`config.mk`:
```
export PLATFORM = sky130hd
export DESIGN_NAME = tileSerializer
export DESIGN_NICKNAME = d
export VERILOG_FILES = /design/src/design/sfPkg.sv /design/src/design/pixelTimer.sv /design/src/design/serializerFsm.sv /design/src/design/planeShifter.sv /design/src/design/pixelLatch.sv /design/src/design/tileSerializer.sv
export SDC_FILE = /design/constraint.sdc
export NUM_CORES = 1
export LEC_CHECK = 0
export ABC_AREA = 1
export BUFFER_PORTS_ARGS = -buffer_cell sky130_fd_sc_hd__buf_2
export CORE_MARGIN = 5
export CORE_UTILIZATION = 49
export DETAILED_ROUTE_END_ITERATION = 8
export GPL_TIMING_DRIVEN = 1
export PLACE_DENSITY = 0.75
export SLEW_MARGIN = 15
export SYNTH_ARGS = -nofsm -noshare
export SYNTH_HDL_FRONTEND = slang
export SYNTH_SLANG_ARGS = --single-unit
```
`constraint.sdc`:
```
create_clock -name clk -period 1.1 [get_ports clk]
set_input_delay 0.055 -clock clk [delete_from_list [all_inputs] [get_ports clk]]
set_output_delay 0.055 -clock clk [all_outputs]
set_load 0.005 [all_outputs]
```
`src/design/sfPkg.sv`:
```
// tile serializer shared definitions
package sfPkg;

   // ==============================
   // widths and timing
   // ==============================

   // bits per bitplane row
   localparam int planeWidth = 8;
   // system clocks per pixel enable, 48 MHz down to 6 MHz
   localparam int pixDiv = 8;
   localparam int paletteWidth = 3;
   localparam int colorIdxWidth = 2;

   // derived counter widths
   localparam int divWidth = $clog2(pixDiv);
   localparam int pixCntWidth = $clog2(planeWidth);

   // ==============================
   // enums
   // ==============================

   // encoded like the select pins of the universal shift register
   typedef enum logic [1:0] {
      modeHold  = 2'b00,
      modeShift = 2'b01,
      modeLoad  = 2'b11
   } shiftMode_e;

   typedef enum logic {
      stIdle  = 1'b0,
      stShift = 1'b1
   } serState_e;

   // ==============================
   // structs
   // ==============================

   // one tile row request
   typedef struct packed {
      logic [planeWidth-1:0]   plane0;
      logic [planeWidth-1:0]   plane1;
      logic                    flip;
      logic [paletteWidth-1:0] palette;
   } tileRow_t;

   // one outgoing pixel
   typedef struct packed {
      logic                     valid;
      logic [paletteWidth-1:0]  palette;
      logic [colorIdxWidth-1:0] colorIdx;
      logic                     opaque;
   } pixel_t;

endpackage

```
`src/design/pixelTimer.sv`:
```
// pixel clock enable divider
module pixelTimer
   import sfPkg::*;
(
   input  logic clk,
   input  logic CR,
   input  logic clearCount_i,
   output logic pixEn_o,
   output logic lastPix_o
);

   logic [divWidth-1:0]    divCnt;
   logic [pixCntWidth-1:0] pixCnt;

   // free running divider, never stopped by the serializer
   always_ff @(posedge clk or negedge CR)
   begin
      if (!CR)
      begin
         divCnt  <= '0;
         pixEn_o <= 1'b0;
      end
      else
      begin
         if (divCnt == divWidth'(pixDiv - 1))
            divCnt <= '0;
         else
            divCnt <= divCnt + 1'b1;
         // strobe lines up with the wrap of the divider
         pixEn_o <= (divCnt == divWidth'(pixDiv - 1));
      end
   end

   // pixels shifted so far in the current row
   always_ff @(posedge clk or negedge CR)
   begin
      if (!CR)
         pixCnt <= '0;
      else if (clearCount_i)
         pixCnt <= '0;
      else if (pixEn_o)
         pixCnt <= pixCnt + 1'b1;
   end

   // enable that performs the eighth shift
   assign lastPix_o = pixEn_o && (pixCnt == pixCntWidth'(planeWidth - 1));

endmodule

```
`src/design/serializerFsm.sv`:
```
// tile row sequencer
module serializerFsm
   import sfPkg::*;
(
   input  logic       clk,
   input  logic       CR,
   input  logic       tileReq_i,
   input  logic       pixEn_i,
   input  logic       lastPix_i,
   output shiftMode_e mode_o,
   output logic       clearCount_o,
   output logic       busy_o
);

   serState_e state;
   serState_e stateNext;
   logic      accept;

   // requests only count while idle, busy ones are dropped
   assign accept = (state == stIdle) && tileReq_i;

   // ==============================
   // state register
   // ==============================

   always_ff @(posedge clk or negedge CR)
   begin
      if (!CR)
         state <= stIdle;
      else
         state <= stateNext;
   end

   always_comb
   begin
      stateNext = state;
      case (state)
         stIdle:
         begin
            if (accept)
               stateNext = stShift;
         end
         stShift:
         begin
            // back to idle once the eighth pixel goes out
            if (lastPix_i)
               stateNext = stIdle;
         end
         default:
            stateNext = stIdle;
      endcase
   end

   // ==============================
   // outputs
   // ==============================

   always_comb
   begin
      mode_o = modeHold;
      if (accept)
         mode_o = modeLoad;
      else if ((state == stShift) && pixEn_i)
         mode_o = modeShift;
   end

   // restart pixel count with each new row
   assign clearCount_o = accept;
   assign busy_o = (state == stShift);

endmodule

```
`src/design/planeShifter.sv`:
```
// bitplane shift register
module planeShifter
   import sfPkg::*;
(
   input  logic                  clk,
   input  logic                  CR,
   input  shiftMode_e            mode_i,
   input  logic [planeWidth-1:0] plane_i,
   input  logic                  flip_i,
   output logic                  outBit_o
);

   logic [planeWidth-1:0] shiftQ;
   // direction latched with the row
   logic                  flipQ;

   always_ff @(posedge clk or negedge CR)
   begin
      if (!CR)
      begin
         shiftQ <= '0;
         flipQ  <= 1'b0;
      end
      else
      begin
         case (mode_i)
            modeLoad:
            begin
               shiftQ <= plane_i;
               flipQ  <= flip_i;
            end
            modeShift:
            begin
               // zeros fill in behind, no serial input here
               if (flipQ)
                  shiftQ <= {1'b0, shiftQ[planeWidth-1:1]};
               else
                  shiftQ <= {shiftQ[planeWidth-2:0], 1'b0};
            end
            default:
               shiftQ <= shiftQ;
         endcase
      end
   end

   // output end follows the stored direction
   assign outBit_o = flipQ ? shiftQ[0] : shiftQ[planeWidth-1];

endmodule

```
`src/design/pixelLatch.sv`:
```
// pixel output register
module pixelLatch
   import sfPkg::*;
(
   input  logic                    clk,
   input  logic                    CR,
   input  shiftMode_e              mode_i,
   input  logic [paletteWidth-1:0] palette_i,
   input  logic                    bit0_i,
   input  logic                    bit1_i,
   output pixel_t                  pix_o
);

   always_ff @(posedge clk or negedge CR)
   begin
      if (!CR)
         pix_o <= '0;
      else
      begin
         // valid is a one cycle pulse per shift
         pix_o.valid <= 1'b0;
         case (mode_i)
            modeLoad:
            begin
               // palette stays put for the whole row
               pix_o.palette <= palette_i;
            end
            modeShift:
            begin
               pix_o.valid    <= 1'b1;
               pix_o.colorIdx <= {bit1_i, bit0_i};
               // index zero is transparent
               pix_o.opaque   <= bit1_i | bit0_i;
            end
            default:
               pix_o.colorIdx <= pix_o.colorIdx;
         endcase
      end
   end

endmodule

```
`src/design/tileSerializer.sv`:
```
// tile graphics serializer top
module tileSerializer
   import sfPkg::*;
(
   input  logic     clk,
   input  logic     CR,
   input  logic     tileReq_i,
   input  tileRow_t tile_i,
   output pixel_t   pix_o,
   output logic     busy_o,
   output logic     pixEn_o
);

   shiftMode_e mode;
   logic       clearCount;
   logic       lastPix;
   logic       outBit0;
   logic       outBit1;

   // ==============================
   // timing and control
   // ==============================

   pixelTimer i_pixelTimer (
      .clk          (clk),
      .CR           (CR),
      .clearCount_i (clearCount),
      .pixEn_o      (pixEn_o),
      .lastPix_o    (lastPix)
   );

   serializerFsm i_serializerFsm (
      .clk          (clk),
      .CR           (CR),
      .tileReq_i    (tileReq_i),
      .pixEn_i      (pixEn_o),
      .lastPix_i    (lastPix),
      .mode_o       (mode),
      .clearCount_o (clearCount),
      .busy_o       (busy_o)
   );

   // ==============================
   // datapath
   // ==============================

   // one shifter per bitplane
   planeShifter i_planeShifter0 (
      .clk      (clk),
      .CR       (CR),
      .mode_i   (mode),
      .plane_i  (tile_i.plane0),
      .flip_i   (tile_i.flip),
      .outBit_o (outBit0)
   );

   planeShifter i_planeShifter1 (
      .clk      (clk),
      .CR       (CR),
      .mode_i   (mode),
      .plane_i  (tile_i.plane1),
      .flip_i   (tile_i.flip),
      .outBit_o (outBit1)
   );

   pixelLatch i_pixelLatch (
      .clk       (clk),
      .CR        (CR),
      .mode_i    (mode),
      .palette_i (tile_i.palette),
      .bit0_i    (outBit0),
      .bit1_i    (outBit1),
      .pix_o     (pix_o)
   );

endmodule

```
======== Yosys cells after proc, flatten, opt, wreduce, memory -nomap -nowiden ========
Index checks and enable logic that the tools add are counted.
storage, ports and cells
  register bits after elaboration ......... 32
  input bits .............................. 23
  output and inout bits ................... 9
  logic and storage cells ................. 39
operators by class
  $add $sub $neg .......................... 2
  equality and inequality tests ........... 4
  multiplexer cells ....................... 15
  bitwise logic cells ..................... 2
  reduce and logical (&&, ||, !) cells .... 5
operator list
  kind                 number
  $pmux 8 s2           2
  $mux 8               2
  $mux 3               3
  $add 3x1->3 const B  2
  $eq 3x3->1 const B   2
  $mux 1               6
  $reduce_bool 2->1    2
  $logic_and 1x1->1    3
  $eq 2x1->1 const B   1
  $eq 2x2->1 const B   1
  $mux 2               1
  $pmux 1 s2           1
  $not 1->1            1
  $or 1x1->1           1

======== Depth between registers and ports, before layout ========
  depth after elaboration ................. 5
  gate-level depth with buffers ........... 7

======== Modules after synthesis ========
Synthesis repeated with hierarchy kept, for this count alone.
second synthesis, totals
  cell total of the unflattened synthesis .. 246
  area, all modules ....................... 1830.5 um2
modules (own cells, without submodules)
  module         times used  cells each  area each (um2)
  planeShifter   2           88          593.1
  pixelLatch     1           34          295.3
  pixelTimer     1           26          284.0
  serializerFsm  1           10          65.1

======== Worst setup path after synthesis ========
OpenSTA, ideal clock, no wires.
  path type ............................... flip-flop to flip-flop
  from .................................... register i_pixelTimer.pixEn_o
  to ...................................... register, netlist name i_pixelLatch.pix_o[0]
  data arrival time ....................... 0.950 ns
  data required time ...................... 0.966 ns
  path slack .............................. 0.016 ns
  stages on the path, launching flop included .. 6
  path buffers ............................ 2
  period minus slack after synthesis ...... 1.084 ns
  path through ............................ dfrtp_1 > nand2_4 > buf_6 > buf_8 > nand2_1 > nand3_1
on the way
  cells in the longest elaborated chain, start to end .. 4
ends and longest elaborated chain
  element                 RTL line             RTL
  from (decl)             pixelTimer.sv:8      output logic pixEn_o,
  from (signal assigned)  pixelTimer.sv:30     pixEn_o <= (divCnt == divWidth'(pixDiv - 1));
  $logic_and 1x1->1       serializerFsm.sv:63  else if ((state == stShift) && pixEn_i)
  $mux 1                  serializerFsm.sv:63
  $mux 2                  serializerFsm.sv:61  if (accept)
  $eq 2x1->1              pixelLatch.sv:22     case (mode_i)
Every way passes these cells.
A chain may end at the register's enable or synchronous reset.

======== Final worst setup path ========
  from .................................... register i_serializerFsm.state, in the netlist i_serializerFsm.busy_o
  to ...................................... register i_planeShifter0.shiftQ[7]
on the way
  cells in the longest elaborated chain, start to end .. 5
  elaborated cells between the ends (all ways) .. 9
  classes of those cells .................. eq/ne: 2; mux: 3; bitwise: 1; reduce/logical: 3
ends and longest elaborated chain
  element                                                 RTL line                                  RTL
  from (decl)                                             serializerFsm.sv:15                       serState_e state;
  from (signal assigned)                                  serializerFsm.sv:29                       state <= stIdle;
  from (signal assigned)                                  serializerFsm.sv:31                       state <= stateNext;
  $logic_and 1x1->1 / $not 1->1 (equally long branches)   serializerFsm.sv:63, serializerFsm.sv:20
  $mux 1 / $logic_and 1x1->1 (equally long branches)      serializerFsm.sv:63, serializerFsm.sv:20
  $mux 2 (*)                                              serializerFsm.sv:61
  $eq 2x1->1 / $eq 2x2->1 (equally long branches)         planeShifter.sv:26                        case (mode_i)
  $pmux 8 s2 / $reduce_bool 2->1 (equally long branches)  -
  to (signal assigned)                                    planeShifter.sv:29                        shiftQ <= plane_i;
  to (signal assigned)                                    planeShifter.sv:36                        shiftQ <= {1'b0, shiftQ[planeWidth-1:1]};
  to (signal assigned)                                    planeShifter.sv:38                        shiftQ <= {shiftQ[planeWidth-2:0], 1'b0};
  to (decl)                                               planeShifter.sv:13                        logic [planeWidth-1:0] shiftQ;
Mark *: on every way between the ends. The rest lies on a longest branch, timed or not.

==> qor.log <==
qor: sta.layout_worst_path_cycle_share 102%
qor: clock_tree.tritoncts yes
qor: clock_tree.worst_setup_hold_path_clk_slew 0.10 ns
qor: pwr.total_leakage_power 0.00108 uW
qor: pwr.power_density 2010 nW/um2
qor: synth.average_instance_area_after_synthesis 8.49 um2
qor: setup_path.path_delay_family flip-flops
qor: worst_hold_path.timing.hold.worst.start tile_i[8]
qor: final_layout.syn2layout_area_growth 27.7%
qor: die.die-width 67.8 um
qor: grt.grt_pass1_vias 1,395
qor: clock_tree.clock_sink_count 32
qor: drt.antenna_left 0
qor: drt.route.final.wire_length 3550 um
qor: sta.maxSlewViolCount 0
qor: setup_path.worst_r2r_startpoint i_serializerFsm.busy_o
qor: grt.largest_net_degree_at_the_start_of_global_routing 20
qor: pwr.peakVddDrop 1120 uV
qor: die.chipHeight 67.8 um
qor: sta.holdWs -0.00505 ns
qor: placed_design.dp_hpwl 2470 um
qor: grt.grt_remaining_overflow 0
qor: setup_path.r2r-end i_planeShifter0.shiftQ[7]
qor: flow_run.cap_viol_max_count 0
qor: clock_tree.cts-buffers-inserted 5
qor: die.die_area 4600 um2
qor: die.ios 32
qor: drt.vias_per_cell 4.93
qor: worst_hold_path.hold-path-cell-count 3
qor: setup_path.crit_path_top_delay_cell sky130_fd_sc_hd__dfrtp_2
qor: synth.synthDistinctLibCells 23
qor: die.start_util 49.9%
qor: sta.highest_attainable_clock_frequency 890 MHz
qor: setup_path.reg2reg_depth 4
qor: grt.grt_pass1_wl 6070 um
qor: setup_path.number_of_buffer_and_inverter_stages_on_the_critical_path 1
qor: setup_path.critPathArrivalTime 1.37 ns
qor: die.coreArea 3280 um2
qor: setup_path.startpoint_class_of_the_critical_path flip-flop
qor: setup_path.timing.critical_path.cells nand2_4 -> buf_4 -> a21oi_1 -> nor3_2
qor: final_layout.diodes 0
qor: clock_tree.ctsRootBufferMaster sky130_fd_sc_hd__clkbuf_4
qor: final_layout.finish.instance_area 2090 um2
qor: drt.detail_route.drc_violations 0
qor: setup_path.reg2reg_slack -0.02 ns
qor: synth.synth_instances 193
qor: status.violated_checks hold timing, setup timing
qor: synth.synth.ff_latch_count 32
qor: synth.net_count_synth 220
qor: drt.drt-initial-drc-count 73
qor: die.fp-row-count 21
qor: placed_design.gp_congestion 0.796
qor: placed_design.placed_cell_area 1870 um2
qor: setup_path.worstSetupEndpointType flip-flop
qor: sta.rsz0062_at_grt true
qor: setup_path.critical-path-max-stage-delay 0.45 ns
qor: final_layout.design.final.nets 268
qor: drt.post_drt_wl_per_cell 12.4 um
qor: sta.worst_slew_margin_rel 76.4%
qor: sta.finClkSkew 0.00661 ns
qor: synth.synth_seq_area_share 48.9%
qor: sta.postLayoutSetupSlackWorst -0.0237 ns
qor: final_layout.layout.area.seq 803 um2
qor: sta.setup_viol 2
qor: worst_hold_path.hold_path_class input port to flip-flop
qor: setup_path.critical_path_class flip-flop to flip-flop
qor: worst_hold_path.holdPathEnd i_planeShifter1.shiftQ[4]
qor: clock_tree.cts-root-to-sink-buffers 2
qor: pwr.power.total 4200 uW
qor: status.run_status complete, but fails checks
qor: grt.track_usage 17.6%
qor: sta.finalWorstPathRequiredPeriod 1.12 ns
qor: final_layout.layout.core_utilization 63.7%
qor: final_layout.final-instance-count-excl-fill 287
qor: grt.number_of_antenna_violations_at_the_first_check_in_global_routing 0
qor: drt.route.vias.total 1,414
qor: sta.max_slew.worst_pin.slew 0.354 ns
qor: placed_design.cell_total_after_placement 271
qor: final_layout.area_taken_by_multi_input_logic_gates 727 um2
qor: drt.1st_pass_router_iterations 4
qor: final_layout.fillCellCount 301
qor: setup_path.path_max_fanout 6
qor: sta.finalHoldViolCount 1
qor: setup_path.cp.required 1.34 ns
qor: placed_design.portBuffers 31
qor: synth.syn-cell-area 1640 um2
qor: synth.yosys_warnings 0
qor: final_layout.drive_above_1_share 33.6%
qor: clock_tree.clk-insertion-delay-late 0.33 ns
qor: clock_tree.clock_tree.htree_level_count 2
-- area by class of cell --
class	instances	area share, %
clock buffer	7	3.11
inverter	13	2.69
multi-input combinational	139	34.7
sequential	32	38.4
tap	46	2.75
timing repair buffer	50	18.4
-- sequential cells by signal, indices dropped and copies added (netlist names) --
signal                  cells
i_planeShifter0.shiftQ      8
i_planeShifter1.shiftQ      8
i_pixelLatch.pix_o          7
i_pixelTimer.divCnt         3
i_pixelTimer.pixCnt         3
i_pixelTimer.pixEn_o        1
i_planeShifter0.flipQ       1
i_serializerFsm.busy_o      1
-- Yosys cell counts --
| cell type | instances | share of area, % |
|---|---|---|
| sky130_fd_sc_hd__nor2_1 | 21 | 4.8 |
| sky130_fd_sc_hd__ha_1 | 4 | 3.1 |
| sky130_fd_sc_hd__dfrtp_1 | 32 | 49 |
| sky130_fd_sc_hd__nand3_1 | 5 | 1.5 |
| sky130_fd_sc_hd__o21ai_2 | 6 | 3.2 |
| sky130_fd_sc_hd__a21oi_2 | 7 | 3.7 |
| sky130_fd_sc_hd__nand2_4 | 3 | 2.1 |
| sky130_fd_sc_hd__nor3_1 | 2 | 0.61 |
| sky130_fd_sc_hd__o211ai_1 | 1 | 0.46 |
| sky130_fd_sc_hd__nand2_1 | 68 | 16 |
| sky130_fd_sc_hd__xnor2_1 | 1 | 0.53 |
| sky130_fd_sc_hd__buf_4 | 3 | 1.4 |
| sky130_fd_sc_hd__nand3b_1 | 1 | 0.46 |
| sky130_fd_sc_hd__buf_2 | 1 | 0.31 |
| sky130_fd_sc_hd__a21oi_1 | 8 | 2.4 |
| sky130_fd_sc_hd__buf_8 | 2 | 1.8 |
| sky130_fd_sc_hd__inv_4 | 1 | 0.38 |
| sky130_fd_sc_hd__o21ai_0 | 10 | 3.1 |
| sky130_fd_sc_hd__inv_1 | 10 | 2.3 |
| sky130_fd_sc_hd__buf_6 | 3 | 2.1 |
| sky130_fd_sc_hd__inv_2 | 2 | 0.46 |
| sky130_fd_sc_hd__o21ai_1 | 1 | 0.31 |
| sky130_fd_sc_hd__nor3_2 | 1 | 0.61 |
-- repair_timing --
item / 4_1_cts / 5_1_grt
cloned: 0 / 0
hold endpoints to repair: 37 / 1
setup endpoints to repair: 9 / 26
hold buffers: 6 / 1
resized for setup: 5 / 23
pin swaps: 0 / 1
setup buffers: 1 / 1
-- per-layer routing --
layer | track usage [%] | share of wire [%] | wire length (um) | vias up
met5 | 0 | 0 | 0 | -
met1 | 22.0 | 44 | 1550 | 674
met4 | 5.21 | 1.2 | 43 | 0
met3 | 4.11 | 4.8 | 169 | 7
li1 | - | - | - | 703
met2 | 30.3 | 50 | 1790 | 30
-- worst min-delay path: stages --
cell	delay, ns
sky130_fd_sc_hd__buf_2	0.08
sky130_fd_sc_hd__o21ai_2	0.06
sky130_fd_sc_hd__a21oi_2	0.10
-- how the worst max path moves through the flow --
stage / start / to / slack [ns] / cells past startpoint
floorplan: i_pixelTimer.pixEn_o / i_pixelLatch.pix_o[0] / 0.02 / 5
global placement: i_serializerFsm.busy_o / i_planeShifter0.shiftQ[7] / 0.02 / 5
detailed placement: i_serializerFsm.busy_o / i_planeShifter0.shiftQ[7] / -0.03 / 5
CTS: i_serializerFsm.busy_o / i_planeShifter0.shiftQ[0] / -0.03 / 4
global route: i_serializerFsm.busy_o / i_planeShifter0.shiftQ[7] / -0.08 / 4
finish: i_serializerFsm.busy_o / i_planeShifter0.shiftQ[7] / -0.02 / 4
-- where the power goes --
| group | total (uW) | leakage [uW] | switching, uW | internal, uW |
|---|---|---|---|---|
| clock | 741 | 0.0000374 | 378 | 362 |
| sequential | 1940 | 0.000392 | 329 | 1610 |
| combinational | 1530 | 0.000651 | 812 | 714 |
-- cell families (layout without fill, tap and decap cells) --
group           Yosys count  in the layout  synth area share (%)
simple gates            101            101                  25.6
compound gates           33             33                  13.2
flops                    32             32                  48.9
buf+inv                  22             70                  8.70
fa+ha+maj                 4              4                  3.05
xor+xnor                  1              1                 0.534
-- placed cells by master (no fill, tap or decap), types with 4 or more instances in the layout --
| cell type | count |
|---|---|
| sky130_fd_sc_hd__nand2_1 | 65 |
| sky130_fd_sc_hd__dfrtp_1 | 30 |
| sky130_fd_sc_hd__buf_2 | 29 |
| sky130_fd_sc_hd__nor2_1 | 21 |
| sky130_fd_sc_hd__o21ai_2 | 9 |
| sky130_fd_sc_hd__a21oi_2 | 8 |
| sky130_fd_sc_hd__inv_1 | 8 |
| sky130_fd_sc_hd__a21oi_1 | 7 |
| sky130_fd_sc_hd__dlygate4sd3_1 | 7 |
| sky130_fd_sc_hd__buf_6 | 7 |
| sky130_fd_sc_hd__o21ai_1 | 5 |
| sky130_fd_sc_hd__nand3_1 | 5 |
| sky130_fd_sc_hd__clkbuf_4 | 5 |
| sky130_fd_sc_hd__ha_1 | 4 |
| sky130_fd_sc_hd__buf_4 | 4 |
-- per-stage QoR --
stage / setup WS [ns] / setup TNS, ns
after floorplan: 0.0158 / 0
after global placement: 0.0175 / 0
after detailed placement: -0.0267 / -0.0424
after CTS: -0.0263 / -0.139
after global routing: -0.0787 / -0.804
final: -0.0237 / -0.0267
(Power assumes the default switching activity.)
